**src/logic/fp_mul_pkg.sv**
```systemverilog
`default_nettype none

package fp_mul_pkg;

    // exponent bias for binary32
    localparam int EXP_BIAS = 127;

    localparam logic [7:0]  EXP_ALL_ONES = 8'hff;
    localparam logic [31:0] QNAN         = 32'h7fc00000;
    // largest finite magnitude, sign added by the rounder
    localparam logic [30:0] MAX_FINITE   = 31'h7f7fffff;

    // codes 101..111 behave as RNE
    typedef enum logic [2:0] {
        RNE = 3'b000,
        RTZ = 3'b001,
        RDN = 3'b010,
        RUP = 3'b011,
        RMM = 3'b100
    } rmode_e;

    // is_zero covers subnormals too
    typedef struct packed {
        logic is_zero;
        logic is_inf;
        logic is_nan;
    } fp_class_t;

    // after stage 1, product is zero when special is set
    typedef struct packed {
        logic               sign;
        logic signed [9:0]  exp_sum;
        logic [47:0]        product;
        logic               special;
        logic [31:0]        special_z;
        rmode_e             r_mode;
    } prod_stage_t;

    // mant is {1.frac[22:0], guard, round, sticky}
    typedef struct packed {
        logic               sign;
        logic signed [9:0]  exp;
        logic [26:0]        mant;
        logic               norm_n;
        logic               special;
        logic [31:0]        special_z;
        rmode_e             r_mode;
    } norm_stage_t;

endpackage

`default_nettype wire

```
**src/logic/fp_booth_mul.sv**
```systemverilog
`timescale 1ns/1ps
`default_nettype none

module fp_booth_mul #(
    parameter int MANT_W = 24
) (
    input  logic [MANT_W-1:0]   a,
    input  logic [MANT_W-1:0]   b,
    output logic [2*MANT_W-1:0] p
);

    // one extra digit keeps the unsigned msb of b positive
    localparam int ND = MANT_W / 2 + 1;
    localparam int PW = 2 * MANT_W;

    logic [MANT_W+2:0] b_ext;
    logic [PW-1:0]     pp [ND];
    logic [PW-1:0]     acc;

    assign b_ext = {2'b00, b, 1'b0};

    for (genvar i = 0; i < ND; i++) begin : g_digit
        logic [2:0]        dig;
        logic [MANT_W+1:0] mag;
        logic [PW-1:0]     mag_ext;

        assign dig = b_ext[2*i +: 3];

        // recoded digit magnitude, 0 / 1a / 2a
        always_comb begin
            case (dig)
                3'b001, 3'b010, 3'b101, 3'b110: mag = {2'b00, a};
                3'b011, 3'b100:                 mag = {1'b0, a, 1'b0};
                default:                        mag = '0;
            endcase
        end

        assign mag_ext = {{(PW-MANT_W-2){1'b0}}, mag};

        // negative digits as two's complement, then weight by 4^i
        always_comb begin
            if (dig[2]) begin
                pp[i] = (~mag_ext + 1'b1) << (2 * i);
            end else begin
                pp[i] = mag_ext << (2 * i);
            end
        end
    end

    // modular sum is exact since the true product fits in PW bits
    always_comb begin
        acc = '0;
        for (int i = 0; i < ND; i++) begin
            acc = acc + pp[i];
        end
    end

    assign p = acc;

endmodule

`default_nettype wire

```
**src/logic/fp_mul_unpack.sv**
```systemverilog
`timescale 1ns/1ps
`default_nettype none

module fp_mul_unpack (
    input  logic [31:0]             x,
    input  logic [31:0]             y,
    input  logic [2:0]              r_mode,
    output fp_mul_pkg::prod_stage_t prod,
    output logic [23:0]             mant_x,
    output logic [23:0]             mant_y
);

    fp_mul_pkg::fp_class_t cls_x;
    fp_mul_pkg::fp_class_t cls_y;
    logic                  sign;
    logic                  make_nan;
    logic                  make_inf;
    logic                  make_zero;

    function automatic fp_mul_pkg::fp_class_t classify(input logic [31:0] v);
        fp_mul_pkg::fp_class_t c;
        c.is_zero = (v[30:23] == 8'h00);
        c.is_inf  = (v[30:23] == fp_mul_pkg::EXP_ALL_ONES) && (v[22:0] == 23'b0);
        c.is_nan  = (v[30:23] == fp_mul_pkg::EXP_ALL_ONES) && (v[22:0] != 23'b0);
        return c;
    endfunction

    assign cls_x = classify(x);
    assign cls_y = classify(y);
    assign sign  = x[31] ^ y[31];

    // subnormals flushed by dropping the whole significand
    assign mant_x = cls_x.is_zero ? 24'b0 : {1'b1, x[22:0]};
    assign mant_y = cls_y.is_zero ? 24'b0 : {1'b1, y[22:0]};

    // inf x 0 is invalid
    assign make_nan  = cls_x.is_nan || cls_y.is_nan
                    || (cls_x.is_inf && cls_y.is_zero)
                    || (cls_y.is_inf && cls_x.is_zero);
    assign make_inf  = cls_x.is_inf || cls_y.is_inf;
    assign make_zero = cls_x.is_zero || cls_y.is_zero;

    always_comb begin
        prod.sign    = sign;
        prod.exp_sum = $signed({2'b00, x[30:23]}) + $signed({2'b00, y[30:23]})
                     - 10'(fp_mul_pkg::EXP_BIAS);
        // filled in by the booth multiplier at the top level
        prod.product = 48'b0;
        prod.special = make_nan || make_inf || make_zero;
        prod.r_mode  = fp_mul_pkg::rmode_e'(r_mode);

        if (make_nan) begin
            prod.special_z = fp_mul_pkg::QNAN;
        end else if (make_inf) begin
            prod.special_z = {sign, fp_mul_pkg::EXP_ALL_ONES, 23'b0};
        end else begin
            prod.special_z = {sign, 31'b0};
        end
    end

endmodule

`default_nettype wire

```
**src/logic/fp_mul_norm.sv**
```systemverilog
`timescale 1ns/1ps
`default_nettype none

module fp_mul_norm (
    input  fp_mul_pkg::prod_stage_t prod,
    output fp_mul_pkg::norm_stage_t norm
);

    logic hi;

    // product of two 1.x significands lies in [1, 4)
    assign hi = prod.product[47];

    always_comb begin
        norm.sign      = prod.sign;
        norm.norm_n    = hi;
        norm.special   = prod.special;
        norm.special_z = prod.special_z;
        norm.r_mode    = prod.r_mode;

        if (hi) begin
            norm.mant = {prod.product[47:22], |prod.product[21:0]};
            norm.exp  = prod.exp_sum + 10'sd1;
        end else begin
            norm.mant = {prod.product[46:21], |prod.product[20:0]};
            norm.exp  = prod.exp_sum;
        end
    end

endmodule

`default_nettype wire

```
**src/logic/fp_mul_round.sv**
```systemverilog
`timescale 1ns/1ps
`default_nettype none

module fp_mul_round (
    input  fp_mul_pkg::norm_stage_t norm,
    output logic [31:0]             z,
    output logic                    ovrf,
    output logic                    udrf
);

    logic              lsb;
    logic              guard;
    logic              sticky;
    logic              tail;
    logic              inc;
    logic              to_inf;
    logic [24:0]       mant_r;
    logic              carry;
    logic [22:0]       frac;
    logic signed [9:0] exp_r;

    assign lsb    = norm.mant[3];
    assign guard  = norm.mant[2];
    // round bit goes into sticky
    assign sticky = |norm.mant[1:0];
    assign tail   = guard | sticky;

    always_comb begin
        case (norm.r_mode)
            fp_mul_pkg::RTZ: inc = 1'b0;
            fp_mul_pkg::RDN: inc = norm.sign & tail;
            fp_mul_pkg::RUP: inc = ~norm.sign & tail;
            fp_mul_pkg::RMM: inc = guard;
            default:         inc = guard & (sticky | lsb);
        endcase
    end

    // saturate to inf only when the mode rounds away from zero
    always_comb begin
        case (norm.r_mode)
            fp_mul_pkg::RTZ: to_inf = 1'b0;
            fp_mul_pkg::RDN: to_inf = norm.sign;
            fp_mul_pkg::RUP: to_inf = ~norm.sign;
            default:         to_inf = 1'b1;
        endcase
    end

    assign mant_r = {1'b0, norm.mant[26:3]} + 25'(inc);
    assign carry  = mant_r[24];
    // a carry leaves the fraction all zero
    assign frac   = mant_r[22:0];
    assign exp_r  = norm.exp + $signed({9'b0, carry});

    always_comb begin
        ovrf = 1'b0;
        udrf = 1'b0;
        if (norm.special) begin
            z = norm.special_z;
        end else if (exp_r >= 10'sd255) begin
            ovrf = 1'b1;
            if (to_inf) begin
                z = {norm.sign, fp_mul_pkg::EXP_ALL_ONES, 23'b0};
            end else begin
                z = {norm.sign, fp_mul_pkg::MAX_FINITE};
            end
        end else if (exp_r < 10'sd1) begin
            // flush to signed zero
            udrf = 1'b1;
            z    = {norm.sign, 31'b0};
        end else begin
            z = {norm.sign, exp_r[7:0], frac};
        end
    end

endmodule

`default_nettype wire

```
**src/logic/fp_mul.sv**
```systemverilog
`timescale 1ns/1ps
`default_nettype none

module fp_mul #(
    parameter int MANT_W = 24
) (
    input  logic        clk,
    input  logic        arst_n,
    input  logic        in_valid,
    input  logic [31:0] x,
    input  logic [31:0] y,
    input  logic [2:0]  r_mode,
    output logic        out_valid,
    output logic [31:0] z,
    output logic        ovrf,
    output logic        udrf
);

    fp_mul_pkg::prod_stage_t prod_u;
    fp_mul_pkg::prod_stage_t prod_d;
    fp_mul_pkg::prod_stage_t prod_q;
    fp_mul_pkg::norm_stage_t norm_d;
    fp_mul_pkg::norm_stage_t norm_q;

    logic [MANT_W-1:0]   mant_x;
    logic [MANT_W-1:0]   mant_y;
    logic [2*MANT_W-1:0] booth_p;
    logic [31:0]         z_d;
    logic                ovrf_d;
    logic                udrf_d;
    logic                v_s1;
    logic                v_s2;

    // stage 1
    fp_mul_unpack unpack_i (
        .x      (x),
        .y      (y),
        .r_mode (r_mode),
        .prod   (prod_u),
        .mant_x (mant_x),
        .mant_y (mant_y)
    );

    fp_booth_mul #(
        .MANT_W (MANT_W)
    ) booth_i (
        .a (mant_x),
        .b (mant_y),
        .p (booth_p)
    );

    always_comb begin
        prod_d         = prod_u;
        prod_d.product = prod_u.special ? '0 : booth_p;
    end

    // stage 2
    fp_mul_norm norm_i (
        .prod (prod_q),
        .norm (norm_d)
    );

    // stage 3
    fp_mul_round round_i (
        .norm (norm_q),
        .z    (z_d),
        .ovrf (ovrf_d),
        .udrf (udrf_d)
    );

    // payload registers only move with their valid
    always_ff @(posedge clk) begin
        if (in_valid) begin
            prod_q <= prod_d;
        end
        if (v_s1) begin
            norm_q <= norm_d;
        end
    end

    always_ff @(posedge clk or negedge arst_n) begin
        if (!arst_n) begin
            v_s1      <= 1'b0;
            v_s2      <= 1'b0;
            out_valid <= 1'b0;
            z         <= 32'b0;
            ovrf      <= 1'b0;
            udrf      <= 1'b0;
        end else begin
            v_s1      <= in_valid;
            v_s2      <= v_s1;
            out_valid <= v_s2;
            if (v_s2) begin
                z    <= z_d;
                ovrf <= ovrf_d;
                udrf <= udrf_d;
            end
        end
    end

endmodule

`default_nettype wire

```
**config.mk**
```make
export PLATFORM = sky130hd
export DESIGN_NAME = fp_mul
export DESIGN_NICKNAME = d
export VERILOG_FILES = /design/src/logic/fp_mul_pkg.sv /design/src/logic/fp_booth_mul.sv /design/src/logic/fp_mul_unpack.sv /design/src/logic/fp_mul_norm.sv /design/src/logic/fp_mul_round.sv /design/src/logic/fp_mul.sv
export SDC_FILE = /design/constraint.sdc
export NUM_CORES = 2
export LEC_CHECK = 0
export BUFFER_PORTS_ARGS = -buffer_cell sky130_fd_sc_hd__buf_2
export CAP_MARGIN = 20
export CELL_PAD_IN_SITES_DETAIL_PLACEMENT = 2
export CELL_PAD_IN_SITES_GLOBAL_PLACEMENT = 2
export CORE_MARGIN = 1
export CORE_UTILIZATION = 43
export CTS_CLUSTER_SIZE = 40
export DETAILED_ROUTE_END_ITERATION = 10
export PLACE_DENSITY = 0.95
export SLEW_MARGIN = 10
export SYNTH_ARGS = -nofsm -noshare
export SYNTH_HDL_FRONTEND = slang
export SYNTH_SLANG_ARGS = --single-unit
```
**constraint.sdc**
```tcl
create_clock -name clk -period 9.2 [get_ports clk]
set_input_delay 1.38 -clock clk [delete_from_list [all_inputs] [get_ports clk]]
set_output_delay 1.38 -clock clk [all_outputs]
set_load 0.01 [all_outputs]
```
==> results.ini, run 1 <==
[synthesis]
synth-main-ff-cell = edfxtp_1
synth.yosys.seq_area_share_pct = 13.51
synth_nets = 4394
ys_ff_latch = 148
synthArstFlopShare_pct = 25.00
synth_area_per_cell_um2 = 8.182
synth_edf_count = 111
synth.cell_area_mm2 = 0.03152
synthTopCellsByArea = fa_1 23%, edfxtp_1 11%, xnor2_1 6.0%, inv_1 5.2%, ha_1 4.5%
syn-instance-count = 3852
yosysTopAreaCell = fa_1
synth_cell_types = 104
yosysTopAreaCellShare_pct = 22.80
synth_warnings = 0

[outcome]
status = stopped before the end
stop_stage = 3_5_place_dp
firstError = [ERROR DPL-0033] detailed placement checks failed during check placement.

[floorplanning]
start_util_pct = 43.79
rows = 98
die_w_um = 272.7
pin_count = 105
die_y_um = 272.7

[placement]
place_congestion = 1.190
dpl.hpwl_mm = 213.8
port_buffers = 104

-- through the flow --
stage                   hold WS (ns)  cells  TNS [ns]  worst slack [ns]
after floorplan               0.4003   3852         0         0.0008011
after global placement        0.4018   5345    -2.793           -0.3076
-- cell usage after synthesis, types with 32 or more instances --
master / number
clkbuf_1: 201
nand2_1: 320
and3_1: 32
o21ai_0: 195
fa_1: 359
nor3_1: 61
dfrtp_1: 37
xor2_1: 156
edfxtp_1: 111
a22oi_1: 91
nand3_1: 87
a21oi_1: 236
o22ai_1: 63
xnor2_1: 216
nor2_1: 297
a31oi_1: 38
nand4_1: 66
ha_1: 113
a21o_1: 40
inv_1: 436
-- cells by family after synthesis --
logic type	count (synthesis)	synth area share, %
compound gates	1014	21.52
xor+xnor	372	10.34
simple gates	1090	16.96
flops	148	13.51
mux	46	1.576
buf+inv	710	8.809
fa+ha+maj	472	27.29
==> inputs of run 2 (changes only) <==
- CELL_PAD_IN_SITES_DETAIL_PLACEMENT: 2 -> not set
- CELL_PAD_IN_SITES_GLOBAL_PLACEMENT: 2 -> not set
- CORE_UTILIZATION: 43 -> 35
- CTS_CLUSTER_SIZE: 40 -> not set
- PLACE_DENSITY: 0.95 -> not set
- PLACE_DENSITY_LB_ADDON: not set -> 0.15
==> run 2 against run 1 <==
The flow now finishes, with violations (design-rule violations); synthesized cell count is the same; area after synthesis unchanged.
==> results.ini, run 2 <==
[global_routing]
busiest_layer = met2
antenna_found_initial = 9
grtUsageTotal_pct = 37.00
grt_pass1_vias = 33000
grt_remaining_overflow = 0
grt.met3_usage_pct = 7.326
grt_pass1_wl_mm = 239.5
grt_max_degree = 68
use_met1_pct = 49.10
met2_usage_pct = 55.74

[clocking]
cts_hold_buf = 0
cts_root_buffer = clkbuf_16
htreeDepth = 4
cts_buffer_depth = 3
cts_sinks = 148
clk_pin_slew_ns = 0.06
clock_latency_ns = 0.48
cts_buffers = 25
tritoncts = yes

[final_layout]
layout_common_cells = 930 x buf_4, 433 x inv_1, 350 x fa_1
final_nets = 5217
top_regs = prod_q: 66 flops, norm_q: 45 flops, z: 32 flops
post-route-util_pct = 46.24
top_register = prod_q
mostFrequentLayoutCell = buf_4
largest_reg_flops = 66
syn_to_final_growth_pct = 30.25
drive_above_1_share_pct = 27.12

[timing]
setup-tns-final_ns = 0
fin_crit_ns = 9.014
slew_viol_final = 0
timing.fmax_mhz = 110.9
tightest_slew_ns = 1.211
skew_ns = 0.02377
hold_viol_final = 0
finalCritPeriodShare_pct = 97.98
setup_viol = 0
rsz0062_at_grt = yes
slew_headroom_pct = 18.39

[setup_path]
slowest_delay_ns = 0.65
crit_top_cell = fa_1
crit_buf_inv = 6
critical_path_class = primary input to flip-flop
end_kind = flip-flop
worstPathArrival_ns = 9.24
critPathRequiredTime_ns = 9.43
start_kind = primary input
crit_slowest_cell = fa_2
crit_family = adder cells
crit_path_max_fanout = 8

[flow_run]
maxCapViolations = 0

[floorplanning]
die_y_um = 302.1  ; +11%
die_w_um = 302.1  ; +11%
start_util_pct = 35.50  ; -8.3 points
pin_count = 105  ; unchanged
rows = 109  ; +11%
core_mm2 = 0.08878
dieArea_mm2 = 0.09126

[synthesis]
synthTopCellsByCount = 436 x inv_1, 359 x fa_1, 320 x nand2_1, 297 x nor2_1, 236 x a21oi_1
synth.most_common_cell = inv_1
synth_nets = 4394  ; unchanged
yosysTopAreaCellShare_pct = 22.80  ; unchanged
yosysTopAreaCell = fa_1
ys_ff_latch = 148  ; unchanged
synth.cell_area_mm2 = 0.03152  ; unchanged
synth_edf_count = 111  ; unchanged
synth_cell_types = 104  ; unchanged
synth_area_per_cell_um2 = 8.182  ; unchanged
synth-main-ff-cell = edfxtp_1
syn-instance-count = 3852  ; unchanged
synth_warnings = 0  ; unchanged
synthArstFlopShare_pct = 25.00  ; unchanged
synthTopCellsByArea = fa_1 23%, edfxtp_1 11%, xnor2_1 6.0%, inv_1 5.2%, ha_1 4.5%
synth.yosys.seq_area_share_pct = 13.51  ; unchanged

[detailed_routing]
drc_errors = 24
via_per_inst = 5.808
wl_per_cell_um = 29.25
via_count = 33950
ant_nets = 0
drtIter0Drc = 3903
drt_pass1_iterations = 9
totalWireLength_mm = 171.0

[placement]
dpl.hpwl_mm = 144.5  ; -32%
place_congestion = 1.066  ; -10%
port_buffers = 104  ; unchanged

[min_path]
hold_class = flip-flop to flip-flop

[outcome]
status = finished with violations
violations = design-rule violations

==> run 2: per-layer routing <==
metal	up-vias	wire [um]
met1	16440	70340
met5	-	23
met3	503	16630
met2	1992	71760
li1	15010	-
met4	4	12220
==> run 2: kinds of logic (layout without fill, tap and decap cells) <==
logic type	count (synthesis)	in the layout	share of synthesized area, %
and+or+nand+nor	1090	1090	16.96
AOI/OAI and AO/OA	1014	1014	21.52
buffers and inverters	710	1537	8.809
adders and majority gates	472	472	27.29
xor gates and xnor gates	372	372	10.34
DFF	148	148	13.51
muxes	46	46	1.576
other	0	2	0
==> run 2: final cells by class <==
type / instances / area, um^2
clock inverters: 4 / 18.77
multi-input cells: 2994 / 24960
clock buffers: 27 / 654.4
well taps: 1165 / 1458
fillers: 8975 / 47730
inverters: 442 / 1659
repair buffers: 1064 / 8043
flip-flops and latches: 148 / 4260
diodes: 2 / 5.005
==> run 2: timing repair <==
action                                  in CTS  in global routing
gates resized for setup                      1                 98
pin swaps                                    0                 50
cloned                                       0                  0
buffers inserted                             0                  9
endpoints found under the setup margin       3                 19
==> run 2: worst register-to-register path: stages, from the launching register on <==
cell       delay (ns)
edfxtp_1         0.43
nor2_1           0.19
xnor2_1          0.16
nor3_1           0.08
a211oi_1         0.24
ha_1             0.24
ha_1             0.20
nand3_1          0.12
nor2_1           0.24
nand3_1          0.19
nor2b_1          0.20
and2_1           0.22
and3_1           0.22
and3_1           0.32
ha_1             0.26
ha_1             0.20
nand3_1          0.15
nor2_1           0.34
a31o_2           0.16
a31oi_1          0.15
nor3_2           0.23
buf_4            0.29
o21ai_0          0.21
nand2_1          0.60
o2bb2ai_1        0.16
==> run 2: per-stage QoR <==
step | hold WS [ns] | worst slack (ns) | instance area, um^2 | instances
global placement | 0.4013 | -0.5394 | 39920 | 5805
floorplan | 0.4003 | 0.0008011 | 31610 | 3852
finish | 0.4070 | 0.1861 | 41050 | 5846
detailed placement | 0.4054 | -0.5276 | 39920 | 5805
global route | 0.4174 | -0.08753 | 41050 | 5844
CTS | 0.4099 | 0.02182 | 40600 | 5836
==> run 2: final timing paths <==
kind | start | end | slack, ns | cells after the start
max in group asynchronous | arst_n | v_s1$_DFF_PN0_ | 7.61 | 1
setup reg to reg | norm_q[0]$_DFFE_PP_ | z[11]$_DFFE_PN0P_ | 3.25 | 24
min in group asynchronous | arst_n | z[25]$_DFFE_PN0P_ | 0.99 | 1
hold reg to reg | prod_q[35]$_DFFE_PP_ | norm_q[35]$_DFFE_PP_ | 0.41 | 0
setup / recovery | y[25] | prod_q[81]$_SDFFCE_PP0P_ | 0.19 | 31
hold / removal | prod_q[35]$_DFFE_PP_ | norm_q[35]$_DFFE_PP_ | 0.41 | 0
Power of run 2 is left out: the tool's default activity adds up to more than one toggle a clock period on the data nets, which glitch-free logic cannot reach.
